## src/hdl/lite_mux_pkg.sv

```systemverilog
// Shared constants and channel types for the AXI4-Lite read multiplexer
// Imported by every module that needs port counts, widths or channel structs

package lite_mux_pkg;

  //----------------------------------------
  // Sizes
  //----------------------------------------
  // Manager ports sharing the subordinate
  localparam int unsigned NUM_PORTS = 4;
  localparam int unsigned SEL_W     = $clog2(NUM_PORTS);

  // Outstanding reads at the subordinate port
  localparam int unsigned MAX_TRANS = 4;
  localparam int unsigned PTR_W     = $clog2(MAX_TRANS);

  localparam int unsigned ADDR_W    = 32;
  localparam int unsigned DATA_W    = 32;

  //----------------------------------------
  // Types
  //----------------------------------------
  typedef logic [ADDR_W-1:0]    addr_t;
  typedef logic [DATA_W-1:0]    data_t;
  typedef logic [SEL_W-1:0]     sel_t;
  // One bit per manager port
  typedef logic [NUM_PORTS-1:0] port_vec_t;

  // AR payload, 35 bits
  typedef struct packed {
    addr_t      addr;
    logic [2:0] prot;
  } ar_chan_t;

  // R payload, 34 bits
  typedef struct packed {
    data_t      data;
    logic [1:0] resp;
  } r_chan_t;

endpackage

```

## src/hdl/rr_arbiter.sv

```systemverilog
// Round-robin arbiter over NUM_PORTS valid/ready requesters
// Winner stays locked while its output waits for ready

`timescale 1ns/1ps

module rr_arbiter import lite_mux_pkg::*; #(
  parameter type payload_t = logic
) (
  input  logic                      clk_i,
  input  logic                      rst_n_i,
  // Requester side
  input  port_vec_t                 req_i,
  input  payload_t [NUM_PORTS-1:0]  data_i,
  output port_vec_t                 gnt_o,
  // Output side
  output logic                      valid_o,
  input  logic                      ready_i,
  output payload_t                  data_o,
  output sel_t                      idx_o
);

  // Search start, one past last winner
  sel_t prio_q;
  // Held decision while output stalls
  logic lock_q;
  sel_t lock_idx_q;

  sel_t win_idx;
  logic any_req;

  //----------------------------------------
  // Winner selection
  //----------------------------------------
  always_comb begin
    sel_t cand;
    logic found;
    cand    = '0;
    found   = 1'b0;
    win_idx = '0;
    // Scan from prio_q upward with wrap
    for (int i = 0; i < NUM_PORTS; i++) begin
      cand = sel_t'((int'(prio_q) + i) % NUM_PORTS);
      if (!found && req_i[cand]) begin
        win_idx = cand;
        found   = 1'b1;
      end
    end
    any_req = found;
    // Locked index overrides the scan
    if (lock_q) begin
      win_idx = lock_idx_q;
    end
  end

  assign valid_o = lock_q ? req_i[lock_idx_q] : any_req;
  assign data_o  = data_i[win_idx];
  assign idx_o   = win_idx;

  // One-hot grant on the accepted transfer only
  always_comb begin
    gnt_o          = '0;
    gnt_o[win_idx] = valid_o & ready_i;
  end

  //----------------------------------------
  // Priority and lock state
  //----------------------------------------
  always_ff @(posedge clk_i) begin
    if (!rst_n_i) begin
      prio_q     <= '0;
      lock_q     <= 1'b0;
      lock_idx_q <= '0;
    end else begin
      lock_q <= valid_o & ~ready_i;
      if (valid_o && !ready_i) begin
        lock_idx_q <= win_idx;
      end
      // Rotate past the port just served
      if (valid_o && ready_i) begin
        prio_q <= (win_idx == sel_t'(NUM_PORTS - 1)) ? '0 : win_idx + 1'b1;
      end
    end
  end

endmodule

```

## src/hdl/read_order_queue.sv

```systemverilog
// In-order record of granted port indices for outstanding reads
// Blocks AR issue when MAX_TRANS reads are in flight

`timescale 1ns/1ps

module read_order_queue import lite_mux_pkg::*; (
  input  logic clk_i,
  input  logic rst_n_i,
  // From arbiter
  input  logic arb_valid_i,
  output logic arb_ready_o,
  input  sel_t arb_idx_i,
  // Toward AR spill register
  output logic iss_valid_o,
  input  logic iss_ready_i,
  // R routing side
  input  logic pop_i,
  output sel_t head_sel_o,
  output logic head_valid_o
);

  // Count reaches MAX_TRANS, so one extra bit
  typedef logic [PTR_W:0] cnt_t;

  // Index storage, payload only
  sel_t             mem_q [MAX_TRANS];
  logic [PTR_W-1:0] wr_ptr_q;
  logic [PTR_W-1:0] rd_ptr_q;
  cnt_t             count_q;

  logic full;
  logic push;

  //----------------------------------------
  // AR handshake gating
  //----------------------------------------
  assign full        = (count_q == cnt_t'(MAX_TRANS));
  assign iss_valid_o = arb_valid_i & ~full;
  assign arb_ready_o = iss_ready_i & ~full;
  // Record only issued ARs
  assign push        = iss_valid_o & iss_ready_i;

  assign head_sel_o   = mem_q[rd_ptr_q];
  assign head_valid_o = (count_q != '0);

  always_ff @(posedge clk_i) begin
    if (push) begin
      mem_q[wr_ptr_q] <= arb_idx_i;
    end
  end

  //----------------------------------------
  // Pointers and fill level
  //----------------------------------------
  always_ff @(posedge clk_i) begin
    if (!rst_n_i) begin
      wr_ptr_q <= '0;
      rd_ptr_q <= '0;
      count_q  <= '0;
    end else begin
      if (push) begin
        wr_ptr_q <= (wr_ptr_q == PTR_W'(MAX_TRANS - 1)) ? '0 : wr_ptr_q + 1'b1;
      end
      if (pop_i) begin
        rd_ptr_q <= (rd_ptr_q == PTR_W'(MAX_TRANS - 1)) ? '0 : rd_ptr_q + 1'b1;
      end
      // Simultaneous push and pop leaves count alone
      if (push && !pop_i) begin
        count_q <= count_q + 1'b1;
      end else if (pop_i && !push) begin
        count_q <= count_q - 1'b1;
      end
    end
  end

endmodule

```

## src/hdl/spill_register.sv

```systemverilog
// Two-slot cut register for a valid/ready channel
// Registers valid, ready and data paths, keeps full throughput

`timescale 1ns/1ps

module spill_register #(
  parameter type data_t_p = logic
) (
  input  logic    clk_i,
  input  logic    rst_n_i,
  // Upstream
  input  logic    valid_i,
  output logic    ready_o,
  input  data_t_p data_i,
  // Downstream
  output logic    valid_o,
  input  logic    ready_i,
  output data_t_p data_o
);

  // Slot A takes new items, slot B holds a stalled one
  logic    a_full_q;
  logic    b_full_q;
  data_t_p a_data_q;
  data_t_p b_data_q;

  logic a_fill;
  logic a_drain;
  logic b_fill;
  logic b_drain;

  //----------------------------------------
  // Slot control
  //----------------------------------------
  assign a_fill  = valid_i & ready_o;
  // A empties whenever B is free
  assign a_drain = a_full_q & ~b_full_q;
  // Spill into B if downstream stalls
  assign b_fill  = a_drain & ~ready_i;
  assign b_drain = b_full_q & ready_i;

  always_ff @(posedge clk_i) begin
    if (a_fill) begin
      a_data_q <= data_i;
    end
    if (b_fill) begin
      b_data_q <= a_data_q;
    end
  end

  always_ff @(posedge clk_i) begin
    if (!rst_n_i) begin
      a_full_q <= 1'b0;
      b_full_q <= 1'b0;
    end else begin
      if (a_fill || a_drain) begin
        a_full_q <= a_fill;
      end
      if (b_fill || b_drain) begin
        b_full_q <= b_fill;
      end
    end
  end

  // Outputs from state only, B is older
  assign ready_o = ~a_full_q | ~b_full_q;
  assign valid_o = a_full_q | b_full_q;
  assign data_o  = b_full_q ? b_data_q : a_data_q;

endmodule

```

## src/hdl/r_router.sv

```systemverilog
// Steers read data beats to the manager at the head of the order queue
// Purely combinational, pops the queue on each delivered beat

`timescale 1ns/1ps

module r_router import lite_mux_pkg::*; (
  // From R spill register
  input  logic      rsp_valid_i,
  output logic      rsp_ready_o,
  input  r_chan_t   rsp_i,
  // Order queue head
  input  sel_t      head_sel_i,
  input  logic      head_valid_i,
  // Manager R ports
  output port_vec_t mgr_r_valid_o,
  output r_chan_t   mgr_r_o,
  input  port_vec_t mgr_r_ready_i,
  output logic      pop_o
);

  //----------------------------------------
  // Beat fan-out
  //----------------------------------------
  // Payload broadcast, valid only at head port
  assign mgr_r_o = rsp_i;

  always_comb begin
    mgr_r_valid_o = '0;
    for (int i = 0; i < NUM_PORTS; i++) begin
      mgr_r_valid_o[i] = rsp_valid_i & head_valid_i & (head_sel_i == sel_t'(i));
    end
  end

  // Ready from the addressed manager only
  assign rsp_ready_o = head_valid_i & mgr_r_ready_i[head_sel_i];
  // Beat delivered, retire the entry
  assign pop_o       = rsp_valid_i & rsp_ready_o;

endmodule

```

## src/hdl/axi_lite_read_mux.sv

```systemverilog
// AXI4-Lite read multiplexer, NUM_PORTS managers onto one subordinate
// Round-robin AR arbitration, in-order R return, registered AR and R paths

`timescale 1ns/1ps

module axi_lite_read_mux import lite_mux_pkg::*; (
  input  logic                      clk_i,
  input  logic                      rst_n_i,
  // Manager AR
  input  port_vec_t                 mgr_ar_valid_i,
  output port_vec_t                 mgr_ar_ready_o,
  input  ar_chan_t [NUM_PORTS-1:0]  mgr_ar_i,
  // Manager R
  output port_vec_t                 mgr_r_valid_o,
  input  port_vec_t                 mgr_r_ready_i,
  output r_chan_t                   mgr_r_o,
  // Subordinate AR
  output logic                      sub_ar_valid_o,
  input  logic                      sub_ar_ready_i,
  output ar_chan_t                  sub_ar_o,
  // Subordinate R
  input  logic                      sub_r_valid_i,
  output logic                      sub_r_ready_o,
  input  r_chan_t                   sub_r_i
);

  // Arbiter output
  logic     arb_valid;
  logic     arb_ready;
  ar_chan_t arb_data;
  sel_t     arb_idx;

  // Gated AR into spill register
  logic     iss_valid;
  logic     iss_ready;

  // R spill register output
  logic     rsp_valid;
  logic     rsp_ready;
  r_chan_t  rsp;

  // Queue head and retire
  sel_t     head_sel;
  logic     head_valid;
  logic     pop;

  //----------------------------------------
  // AR path
  //----------------------------------------
  rr_arbiter #(
    .payload_t ( ar_chan_t )
  ) u_ar_arb (
    .clk_i   ( clk_i          ),
    .rst_n_i ( rst_n_i        ),
    .req_i   ( mgr_ar_valid_i ),
    .data_i  ( mgr_ar_i       ),
    .gnt_o   ( mgr_ar_ready_o ),
    .valid_o ( arb_valid      ),
    .ready_i ( arb_ready      ),
    .data_o  ( arb_data       ),
    .idx_o   ( arb_idx        )
  );

  read_order_queue u_order (
    .clk_i        ( clk_i      ),
    .rst_n_i      ( rst_n_i    ),
    .arb_valid_i  ( arb_valid  ),
    .arb_ready_o  ( arb_ready  ),
    .arb_idx_i    ( arb_idx    ),
    .iss_valid_o  ( iss_valid  ),
    .iss_ready_i  ( iss_ready  ),
    .pop_i        ( pop        ),
    .head_sel_o   ( head_sel   ),
    .head_valid_o ( head_valid )
  );

  spill_register #(
    .data_t_p ( ar_chan_t )
  ) u_ar_spill (
    .clk_i   ( clk_i          ),
    .rst_n_i ( rst_n_i        ),
    .valid_i ( iss_valid      ),
    .ready_o ( iss_ready      ),
    .data_i  ( arb_data       ),
    .valid_o ( sub_ar_valid_o ),
    .ready_i ( sub_ar_ready_i ),
    .data_o  ( sub_ar_o       )
  );

  //----------------------------------------
  // R path
  //----------------------------------------
  spill_register #(
    .data_t_p ( r_chan_t )
  ) u_r_spill (
    .clk_i   ( clk_i         ),
    .rst_n_i ( rst_n_i       ),
    .valid_i ( sub_r_valid_i ),
    .ready_o ( sub_r_ready_o ),
    .data_i  ( sub_r_i       ),
    .valid_o ( rsp_valid     ),
    .ready_i ( rsp_ready     ),
    .data_o  ( rsp           )
  );

  r_router u_r_router (
    .rsp_valid_i   ( rsp_valid     ),
    .rsp_ready_o   ( rsp_ready     ),
    .rsp_i         ( rsp           ),
    .head_sel_i    ( head_sel      ),
    .head_valid_i  ( head_valid    ),
    .mgr_r_valid_o ( mgr_r_valid_o ),
    .mgr_r_o       ( mgr_r_o       ),
    .mgr_r_ready_i ( mgr_r_ready_i ),
    .pop_o         ( pop           )
  );

endmodule

```

## config.mk

```make
export PLATFORM = sky130hd
export DESIGN_NAME = axi_lite_read_mux
export DESIGN_NICKNAME = d
export VERILOG_FILES = /design/src/hdl/lite_mux_pkg.sv /design/src/hdl/rr_arbiter.sv /design/src/hdl/read_order_queue.sv /design/src/hdl/spill_register.sv /design/src/hdl/r_router.sv /design/src/hdl/axi_lite_read_mux.sv
export SDC_FILE = /design/constraint.sdc
export NUM_CORES = 1
export LEC_CHECK = 0
export ABC_AREA = 1
export BUFFER_PORTS_ARGS = -buffer_cell sky130_fd_sc_hd__buf_2
export CAP_MARGIN = 40
export CORE_MARGIN = 2
export CORE_UTILIZATION = 52
export DETAILED_ROUTE_END_ITERATION = 16
export HOLD_SLACK_MARGIN = 0.06
export PLACE_DENSITY = 0.81
export SLEW_MARGIN = 20
export SYNTH_ARGS = -nofsm -noshare
export SYNTH_HDL_FRONTEND = slang
export SYNTH_SLANG_ARGS = --single-unit
```

## constraint.sdc

```tcl
create_clock -name clk_i -period 3.8 [get_ports clk_i]
set_input_delay 0.76 -clock clk_i [delete_from_list [all_inputs] [get_ports clk_i]]
set_output_delay 0.76 -clock clk_i [all_outputs]
set_load 0.03 [all_outputs]
```

# Word level (Yosys, flattened, before mapping)
# Memories as Yosys holds them, arrays and structs flattened. A register that Yosys moved wholly into a read port is not among the register bits.
# Index checks and enable logic that the tools add are counted.
# op_classes
add_sub_neg	8
mul	0
order_cmp	8
n_reduce_logical	21
eq_ne	7
n_shift	0
div_mod_pow	0
n_bitwise	32
mux	37
# op_table
op	count
$bmux 35 s2	1
$mux 35	2
$mux 34	1
$lt 2x3->1 const B	7
$mux 2	10
$and 1x1->1	19
$mux 1	14
$bmux 1 s2	6
$eq 2x2->1 const B	5
$add 2x1->2 const B	4
$logic_and 1x1->1	8
$not 1->1	8
$logic_not 1->1	6
$mux 3	2
$add 2x2->2 const B	2
$and 4x4->4	1
$logic_or 1x1->1	4
$or 1x1->1	4
$add 3x1->3 const B	1
$eq 3x3->1 const B	1
$reduce_bool 3->1	1
$sub 3x1->3 const B	1
$demux 1 s2	1
$eq 2x1->1 const B	1
3 further kinds	3
# totals
output_inout_bits	79
latchBits	0
memories	1
reg_bits	154
inputBits	186
rom_bits	0
ramBits	8
elab_cells	132
# memory_table
name	depth	width	rd	rd_clocked_by_memory_dff	wr	line_no	text
u_order.mem_q	4	2	1	1	1	read_order_queue.sv:26	sel_t mem_q [MAX_TRANS];

# Depth between registers and ports, before layout
# Gate-level depths: netlist (run 1).
# logic_depth
ltp_word	19
ltp_mapped	17
ltp_nobuf	17

# Cells and area by module
# Synthesis (run 1) repeated with hierarchy kept, for this count alone.
# unflattened
cells_unflattened	852
area_unflattened_um2	8023.9
# modules_own_cells
mod	cells_each	area_each_um2	instances
spill_register at u_ar_spill	197	2632.5	1
spill_register at u_r_spill	192	2567.5	1
rr_arbiter	319	1676.6	1
read_order_queue	92	813.3	1
r_router	52	334.1	1

# Worst setup path after synthesis (run 1)
# OpenSTA, ideal clock, no wires.
# synth_path
kind	input -> output
from	input port mgr_ar_valid_i[2]
to	output port mgr_ar_ready_o[3]
stages	10
path_slack_ns	0.498
n_path_buf	0
arrival_time_ns	2.542
cell_sequence	inv_1 > nand2_1 > nand3_1 > nand2_2 > nor2_4 > nand3_1 > nand3_1 > inv_1 > nand2_1 > inv_1
# synth_between
elab_chain_len	18
word_cells_on_any_way	33
classes_between	2 x order compare; 22 x mux; 2 x bitwise; 7 x reduce/logical
# synth_lines
element	line_no	text
start: declaration	axi_lite_read_mux.sv:10	input port_vec_t mgr_ar_valid_i,
$bmux 1 s2	rr_arbiter.sv:43	if (!found && req_i[cand]) begin
$mux 1 (implied by the code)	rr_arbiter.sv:43	
$mux 1	rr_arbiter.sv:43	
$logic_not 1->1	rr_arbiter.sv:43	
$logic_and 1x1->1	rr_arbiter.sv:43	
$mux 1	rr_arbiter.sv:43	
$logic_not 1->1	rr_arbiter.sv:43	
$logic_and 1x1->1	rr_arbiter.sv:43	
(+2 left out)	-	
$logic_and 1x1->1	rr_arbiter.sv:43	
$mux 2	rr_arbiter.sv:43	
$mux 2	rr_arbiter.sv:50	if (lock_q) begin
$lt 2x3->1 (implied by the code) or $ge 2x1->1 (tied branches)	rr_arbiter.sv:62	gnt_o[win_idx] = valid_o & ready_i;
$logic_and 1x1->1 (implied by the code)	rr_arbiter.sv:62	
$mux 1 (implied by the code)	rr_arbiter.sv:62	
$demux 1 s2	-	
$and 4x4->4 (no line) *	-	
end: declaration	axi_lite_read_mux.sv:11	output port_vec_t mgr_ar_ready_o,
# Every way passes the cells marked *; elsewhere a longest branch is shown, timed or not. The select of a mux whose other input is x is not followed.

# Worst setup path in the final report (run 1)
# layout_path
from	register u_ar_arb.prio_q[0]
to	output port mgr_ar_ready_o[0]
# layout_between
elab_chain_len	18
word_cells_on_any_way	34
classes_between	3 x add/sub; 2 x order compare; 20 x mux; 2 x bitwise; 7 x reduce/logical
# layout_lines
element	line_no	text
start: declaration	rr_arbiter.sv:23	sel_t prio_q;
start signal: assignment	rr_arbiter.sv:80	prio_q <= (win_idx == sel_t'(NUM_PORTS - 1)) ? '0 : win_idx + 1'b1;
parallel branches: the longest is 17 deep, another holds $add 2x1->2	-	
$and 4x4->4 (no line) *	-	
# Mark *: on every way between the ends. The select of a mux whose other input is x is not followed.

==> flow_metrics.py, run 1 <==
metrics = {
    "run_status": {
        "outcome": "finished, final reports clean",
    },
    "place": {
        "dpl_cell_area_sq_um": 9915,
        "hpwl_um": 15040,
        "numPortBuffers": 264,
        "routabilityCongestion": 0.8989,
    },
    "hold_path": {
        "hp-class": "register to register",
    },
    "finish": {
        "final_area_sq_um": 10510,
        "nNetsFinal": 1454,
        "n_antenna_cell": 0,
        "nFillCells": 1307,
        "fin_util_pct": 66.61,
        "final-seq-area_sq_um": 4745,
        "final_common_cell": "nand2_1",
        "most-common-layout-cells": "372 x nand2_1, 264 x buf_2, 179 x inv_1",
        "area_delta_synth_final_pct": 25.73,
        "multi_input_area_sq_um": 2715,
        "layout-drive-gt1-share_pct": 25.22,
    },
    "floorplan": {
        "die-area_sq_um": 17100,
        "die_x_um": 130.8,
        "start_util_pct": 52.98,
        "die_height_um": 130.8,
        "rows": 46,
        "fp.coreArea_sq_um": 15770,
        "ios": 265,
    },
    "global_routing": {
        "grt_max_degree": 71,
        "grt_busiest_layer": "met2",
        "grt_util_all_layers_pct": 24.10,
        "overflow": 0,
        "grt_antenna_before_repair": 0,
        "grtUsageMet2_pct": 38.11,
        "grt_util_met3_pct": 5.252,
        "met1_usage_pct": 32.02,
        "grt_pass1_wl_um": 31550,
        "grt_pass1_vias": 6601,
    },
    "critical_path": {
        "cpMaxStageDelayCell": "dfxtp_1",
        "required_ns": 3.04,
        "crit_path_end_kind": "output port",
        "worst_setup_path_start_kind": "register",
        "crit_type": "register to output port",
        "worstPathMaxFanout": 11,
        "crit_family": "simple AND/OR/NAND/NOR gates",
        "cp_slowest_stage_delay_ns": 0.56,
        "worstPathArrival_ns": 2.71,
        "cp_cell_sequence": "inv_2, nand2_1, nand2_2, nand2_1, nand2_1, nor2_4, nand3_1, nand2_1, inv_1, nand2_1, nand2_1, inv_2, ha_1, inv_1, nor2_1, buf_2",
        "critPathBufInv": 5,
        "path_common_cell": "nand2_1",
    },
    "clocking": {
        "cts_hold_buf": 0,
        "ctsLongestPathBuffers": 2,
        "postCtsResizedCells": 0,
        "clkSlewWorstSetupHoldPaths_ns": 0.06,
        "postCtsSetupBuffers": 0,
        "clkLatencyLatePin_ns": 0.42,
        "clkSinkCount": 164,
        "htreeDepth": 4,
        "cts_tree": "done",
        "cts_root_buf": "clkbuf_16",
        "numCtsBuffers": 17,
    },
    "synthesis": {
        "ys_seq_area_share_pct": 56.78,
        "synth_area_leaders": "edfxtp_1 52%, nand2_1 17%, nand3_1 9.5%, inv_1 8.0%, dfxtp_1 4.3%",
        "syn-cell-area_sq_um": 8356,
        "synth.top_cell.area_share_pct": 52.47,
        "ys_ff_latch": 164,
        "synthCells": 1004,
        "yosysUniqueCellTypes": 27,
        "synth_top_cell_by_area": "edfxtp_1",
        "syn-num-nets": 1201,
        "yosysWarnings": 0,
        "syn_avg_cell_area_sq_um": 8.322,
    },
    "sta": {
        "setup_viol_count_final": 0,
        "fin_crit_sh_pct": 91.31,
        "worstMarginPinSlew_ns": 0.7095,
        "fmax_ghz": 0.2882,
        "fin_worst_skew_ns": 0.008161,
        "rsz0062_at_grt": "no",
        "hold_violations": 0,
        "relSlewSlack_pct": 52.70,
        "slew_violations": 0,
        "tns_ns": 0,
        "min_period_ns": 3.470,
    },
    "power": {
        "total_power_mw": 9.462,
        "power_density_nw_per_um2": 900.7,
        "ir_worst_vdd_mv": 0.6800,
        "p_leak_nw": 5.489,
    },
    "detailed_routing": {
        "drt_iter0_drc": 497,
        "drc": 0,
        "vias_per_cell": 4.918,
        "routed_wl_um": 20740,
        "vias": 7303,
        "firstDrtPassIters": 5,
        "avgRoutedWirePerCell_um": 13.96,
        "ant_nets": 0,
    },
    "flow_run": {
        "cap_violations": 0,
    },
}
==> worst reg2reg max path: cells and delay by family, from the launching register on <==
| family | cells | cell delay [ns] |
|---|---|---|
| buf+inv | 4 | 0.64 |
| fa+ha+maj | 2 | 0.59 |
| compound gates | 3 | 0.41 |
| simple gates | 8 | 0.62 |
| flops | 1 | 0.56 |
==> cells in the mapped netlist (all sizes together) <==
cell type and instances:
nand4 1, a21oi 15, nor2 28, nand2 376, buf 20, or2 1, dfxtp 18, ha 10
clkinv 3, nor3 6, o21ai 12, edfxtp 146, nand3 161, xor2 1, fa 1, inv 181
clkbuf 24
==> worst paths after layout <==
| check | startpoint | endpoint | slack [ns] | cells after the start |
|---|---|---|---|---|
| worst max register to register | u_ar_arb.prio_q[0] | u_order.count_q[2] | 0.91 | 17 |
| worst min register to register | u_ar_spill.a_data_q[20] | u_ar_spill.b_data_q[20] | 0.44 | 0 |
| worst max-delay path | u_ar_arb.prio_q[0] | mgr_ar_ready_o[0] | 0.33 | 16 |
| worst min-delay path | u_ar_spill.a_data_q[20] | u_ar_spill.b_data_q[20] | 0.44 | 0 |
==> per-layer routing <==
| layer | share of wire (%) | routed length (um) |
|---|---|---|
| met5 | 0 | 0 |
| met4 | 3.1 | 648 |
| met3 | 8.4 | 1732 |
| met2 | 46 | 9440 |
| met1 | 43 | 8915 |
==> registers in the layout, indices dropped and copies added, names as in the netlist, named ones only <==
signal	flops
u_ar_spill.a_data_q	35
u_ar_spill.b_data_q	35
u_r_spill.a_data_q	34
u_r_spill.b_data_q	34
u_order.mem_q	8
u_order.count_q	3
u_ar_arb.lock_idx_q	2
u_ar_arb.prio_q	2
u_order.rd_ptr_q	2
u_order.wr_ptr_q	2
u_ar_arb.lock_q	1
u_ar_spill.a_full_q	1
u_ar_spill.b_full_q	1
u_r_spill.a_full_q	1
u_r_spill.b_full_q	1
==> metrics by stage <==
step | hold WS (ns) | setup slack, ns | cells
finish | 0.4417 | 0.3303 | 1485
global route | 0.4490 | 0.07926 | 1485
CTS | 0.4417 | 0.3595 | 1485
detailed placement | 0.4334 | 0.5797 | 1454
global placement | 0.4276 | 0.6725 | 1450
floorplan | 0.4268 | 0.4977 | 1004
==> layout make-up <==
type / instances / share of cell area, %
clock buffers: 19 / 4.121
clock inverters: 12 / 1.501
inverters: 184 / 6.575
multi-input cells: 612 / 25.85
flip-flops and latches: 164 / 45.16
well taps: 216 / 2.573
repair buffers: 278 / 14.22
==> where the power goes <==
part           internal [mW]  leakage [nW]  switching, mW
combinational           1.33          3.66           3.36
sequential              2.82          1.55          0.234
clock                   1.03         0.279          0.677
total                   5.19          5.49           4.28
==> cell families (layout without fill, tap and decap cells) <==
group                      Yosys count  count (layout)  share of synthesized area (%)
xor gates and xnor gates             1               1                         0.1048
buffers and inverters              228             493                          11.01
DFF                                164             164                          56.78
AOI/OAI and AO/OA                   27              27                          1.617
and+or+nand+nor                    573             573                          28.75
adders and majority gates           11              11                          1.737
Note: power is estimated with default switching activity, not from simulation.
==> run 2, diff against run 1 <==
- ABC_AREA: 1 -> default
- CORE_UTILIZATION: 52 -> 50
- PLACE_DENSITY: 0.81 -> 0.8
==> flow_metrics.py, run 2 <==
metrics = {
    "run_status": {
        "outcome": "finished, final reports clean",
    },
    "detailed_routing": {
        "firstDrtPassIters": 5,
        "drt_iter0_drc": 395,
        "avgRoutedWirePerCell_um": 16.94,
        "routed_wl_um": 17010,
        "vias": 5414,
        "vias_per_cell": 5.392,
        "drc": 0,
        "ant_nets": 0,
    },
    "global_routing": {
        "grt_max_degree": 75,
        "grt_antenna_before_repair": 2,
        "grt_util_all_layers_pct": 21.88,
        "grt_pass1_wl_um": 27080,
        "overflow": 0,
        "grt_pass1_vias": 5386,
    },
    "place": {
        "hpwl_um": 12410,
        "numPortBuffers": 264,
        "routabilityCongestion": 0.9782,
    },
    "synthesis": {
        "syn-cell-area_sq_um": 7328,
        "ys_ff_latch": 164,
        "synth_common_cells": "146 x edfxtp_1, 114 x nand2_1, 69 x mux2_2, 40 x a21oi_1, 35 x a32oi_1",
        "synth.most_common_cell": "edfxtp_1",
        "synthCells": 545,
        "async_flop_share_pct": 0,
        "ys_seq_area_share_pct": 64.74,
        "synth_area_leaders": "edfxtp_1 60%, mux2_2 11%, nand2_1 5.8%, dfxtp_1 4.9%, a32oi_1 4.2%",
        "synth.top_cell.area_share_pct": 59.83,
        "syn_avg_cell_area_sq_um": 13.45,
        "syn-num-nets": 742,
        "yosysUniqueCellTypes": 40,
        "synth_enable_flop_cells": 146,
        "synth_ff_type": "edfxtp_1",
        "synth_top_cell_by_area": "edfxtp_1",
        "yosysWarnings": 0,
    },
    "flow_run": {
        "cap_violations": 0,
    },
    "clocking": {
        "clkLatencyLatePin_ns": 0.42,
        "cts_root_buf": "clkbuf_16",
        "numCtsBuffers": 17,
        "cts_tree": "done",
        "clkSlewWorstSetupHoldPaths_ns": 0.06,
        "postCtsSetupBuffers": 0,
        "postCtsResizedCells": 0,
        "ctsLongestPathBuffers": 2,
        "cts_hold_buf": 0,
        "htreeDepth": 4,
        "clkSinkCount": 164,
    },
    "sta": {
        "relSlewSlack_pct": 52.39,
        "min_period_ns": 3.025,
        "hold_violations": 0,
        "rsz0062_at_grt": "no",
        "fin_crit_sh_pct": 79.61,
        "slew_violations": 0,
        "fmax_ghz": 0.3306,
        "tns_ns": 0,
        "worstMarginPinSlew_ns": 0.7142,
        "setup_viol_count_final": 0,
        "fin_worst_skew_ns": 0.009457,
    },
    "power": {
        "p_leak_nw": 3.832,
        "power_density_nw_per_um2": 737.5,
        "ir_worst_vdd_mv": 0.3522,
        "total_power_mw": 6.938,
    },
    "hold_path": {
        "hp-class": "register to register",
        "whs_path_depth": 0,
    },
    "critical_path": {
        "worst_setup_path_start_kind": "register",
        "crit_type": "register to output port",
        "required_ns": 3.04,
        "worstPathMaxFanout": 16,
        "worstPathArrival_ns": 2.27,
        "ff2ff_path_depth": 9,
        "crit_path_end_kind": "output port",
    },
    "floorplan": {
        "rows": 44,
        "start_util_pct": 50.81,
        "fp.coreArea_sq_um": 14420,
        "die-area_sq_um": 15640,
        "ios": 265,
        "die_height_um": 125.1,
        "die_x_um": 125.1,
    },
    "finish": {
        "final_common_cell": "buf_2",
        "most-common-layout-cells": "264 x buf_2, 146 x edfxtp_1, 114 x nand2_1",
        "nFillCells": 1059,
        "multi_input_area_sq_um": 2440,
        "area_delta_synth_final_pct": 28.38,
        "final-seq-area_sq_um": 4747,
        "layout-drive-gt1-share_pct": 47.07,
        "reg_top3": "u_ar_spill.a_data_q: 35 flops, u_ar_spill.b_data_q: 35 flops",
        "nNetsFinal": 1002,
    },
}
## run 2: worst paths after layout
path | end | startpoint | slack [ns]
max | mgr_ar_ready_o[0] | u_order.count_q[0] | 0.77
max reg2reg | u_order.count_q[2] | u_order.count_q[0] | 0.91
min reg2reg | u_r_spill.b_data_q[29] | u_r_spill.a_data_q[29] | 0.45
min | u_r_spill.b_data_q[29] | u_r_spill.a_data_q[29] | 0.45
## run 2: area by class of cell
class / count / area share, %
clock buffer: 20 / 4.748
multi-input combinational: 341 / 25.93
inverter: 8 / 0.3192
clock inverter: 12 / 1.144
tap: 184 / 2.447
antenna: 2 / 0.05320
sequential: 164 / 50.46
timing repair buffer: 273 / 14.90
## run 2: power by group
part           switching [mW]  total [mW]  leakage, nW  internal [mW]
Sequential              0.210        2.80         1.55           2.59
Combinational            1.65        2.54         2.01          0.892
Clock                   0.673        1.59        0.266          0.918
Total                    2.54        6.94         3.83           4.40
## run 2: metal layers
layer	GRT usage, %	part of all wire, %	vias to the layer above
met1	28.31	41	2537
met2	35.29	48	273
met5	0	0	-
met4	8.170	2.7	0
met3	6.333	8.0	33
li1	-	-	2571
## run 2: worst max-delay path, stage by stage, from the launching register on
cell,delay [ns]
dfxtp_1,0.44
nor2_1,0.08
a22oi_1,0.29
nor3b_4,0.59
and2_1,0.23
buf_2,0.21
## run 2: through the flow
| step | setup slack [ns] | hold WS (ns) | instances | instance area [sq um] | util [%] |
|---|---|---|---|---|---|
| floorplan | 0.4710 | 0.4222 | 545 | 7338 | - |
| global placement | 0.7036 | 0.4287 | 969 | 8828 | 61.21 |
| detailed placement | 0.5567 | 0.4305 | 969 | 8828 | 61.21 |
| CTS | 0.7183 | 0.4470 | 1001 | 9383 | 65.05 |
| global route | 0.5657 | 0.4532 | 1003 | 9405 | 65.21 |
| finish | 0.7750 | 0.4478 | 1004 | 9408 | 65.22 |
## run 2: kinds of logic (layout without fill, tap and decap cells)
group | Yosys count | in the layout | share of synthesized area, %
other | 0 | 2 | 0
and+or+nand+nor | 158 | 158 | 9.579
adders and majority gates | 11 | 11 | 1.981
AOI/OAI and AO/OA | 91 | 91 | 8.707
xor gates and xnor gates | 2 | 2 | 0.2391
DFF | 164 | 164 | 64.74
muxes | 79 | 79 | 12.48
buffers and inverters | 40 | 313 | 2.271
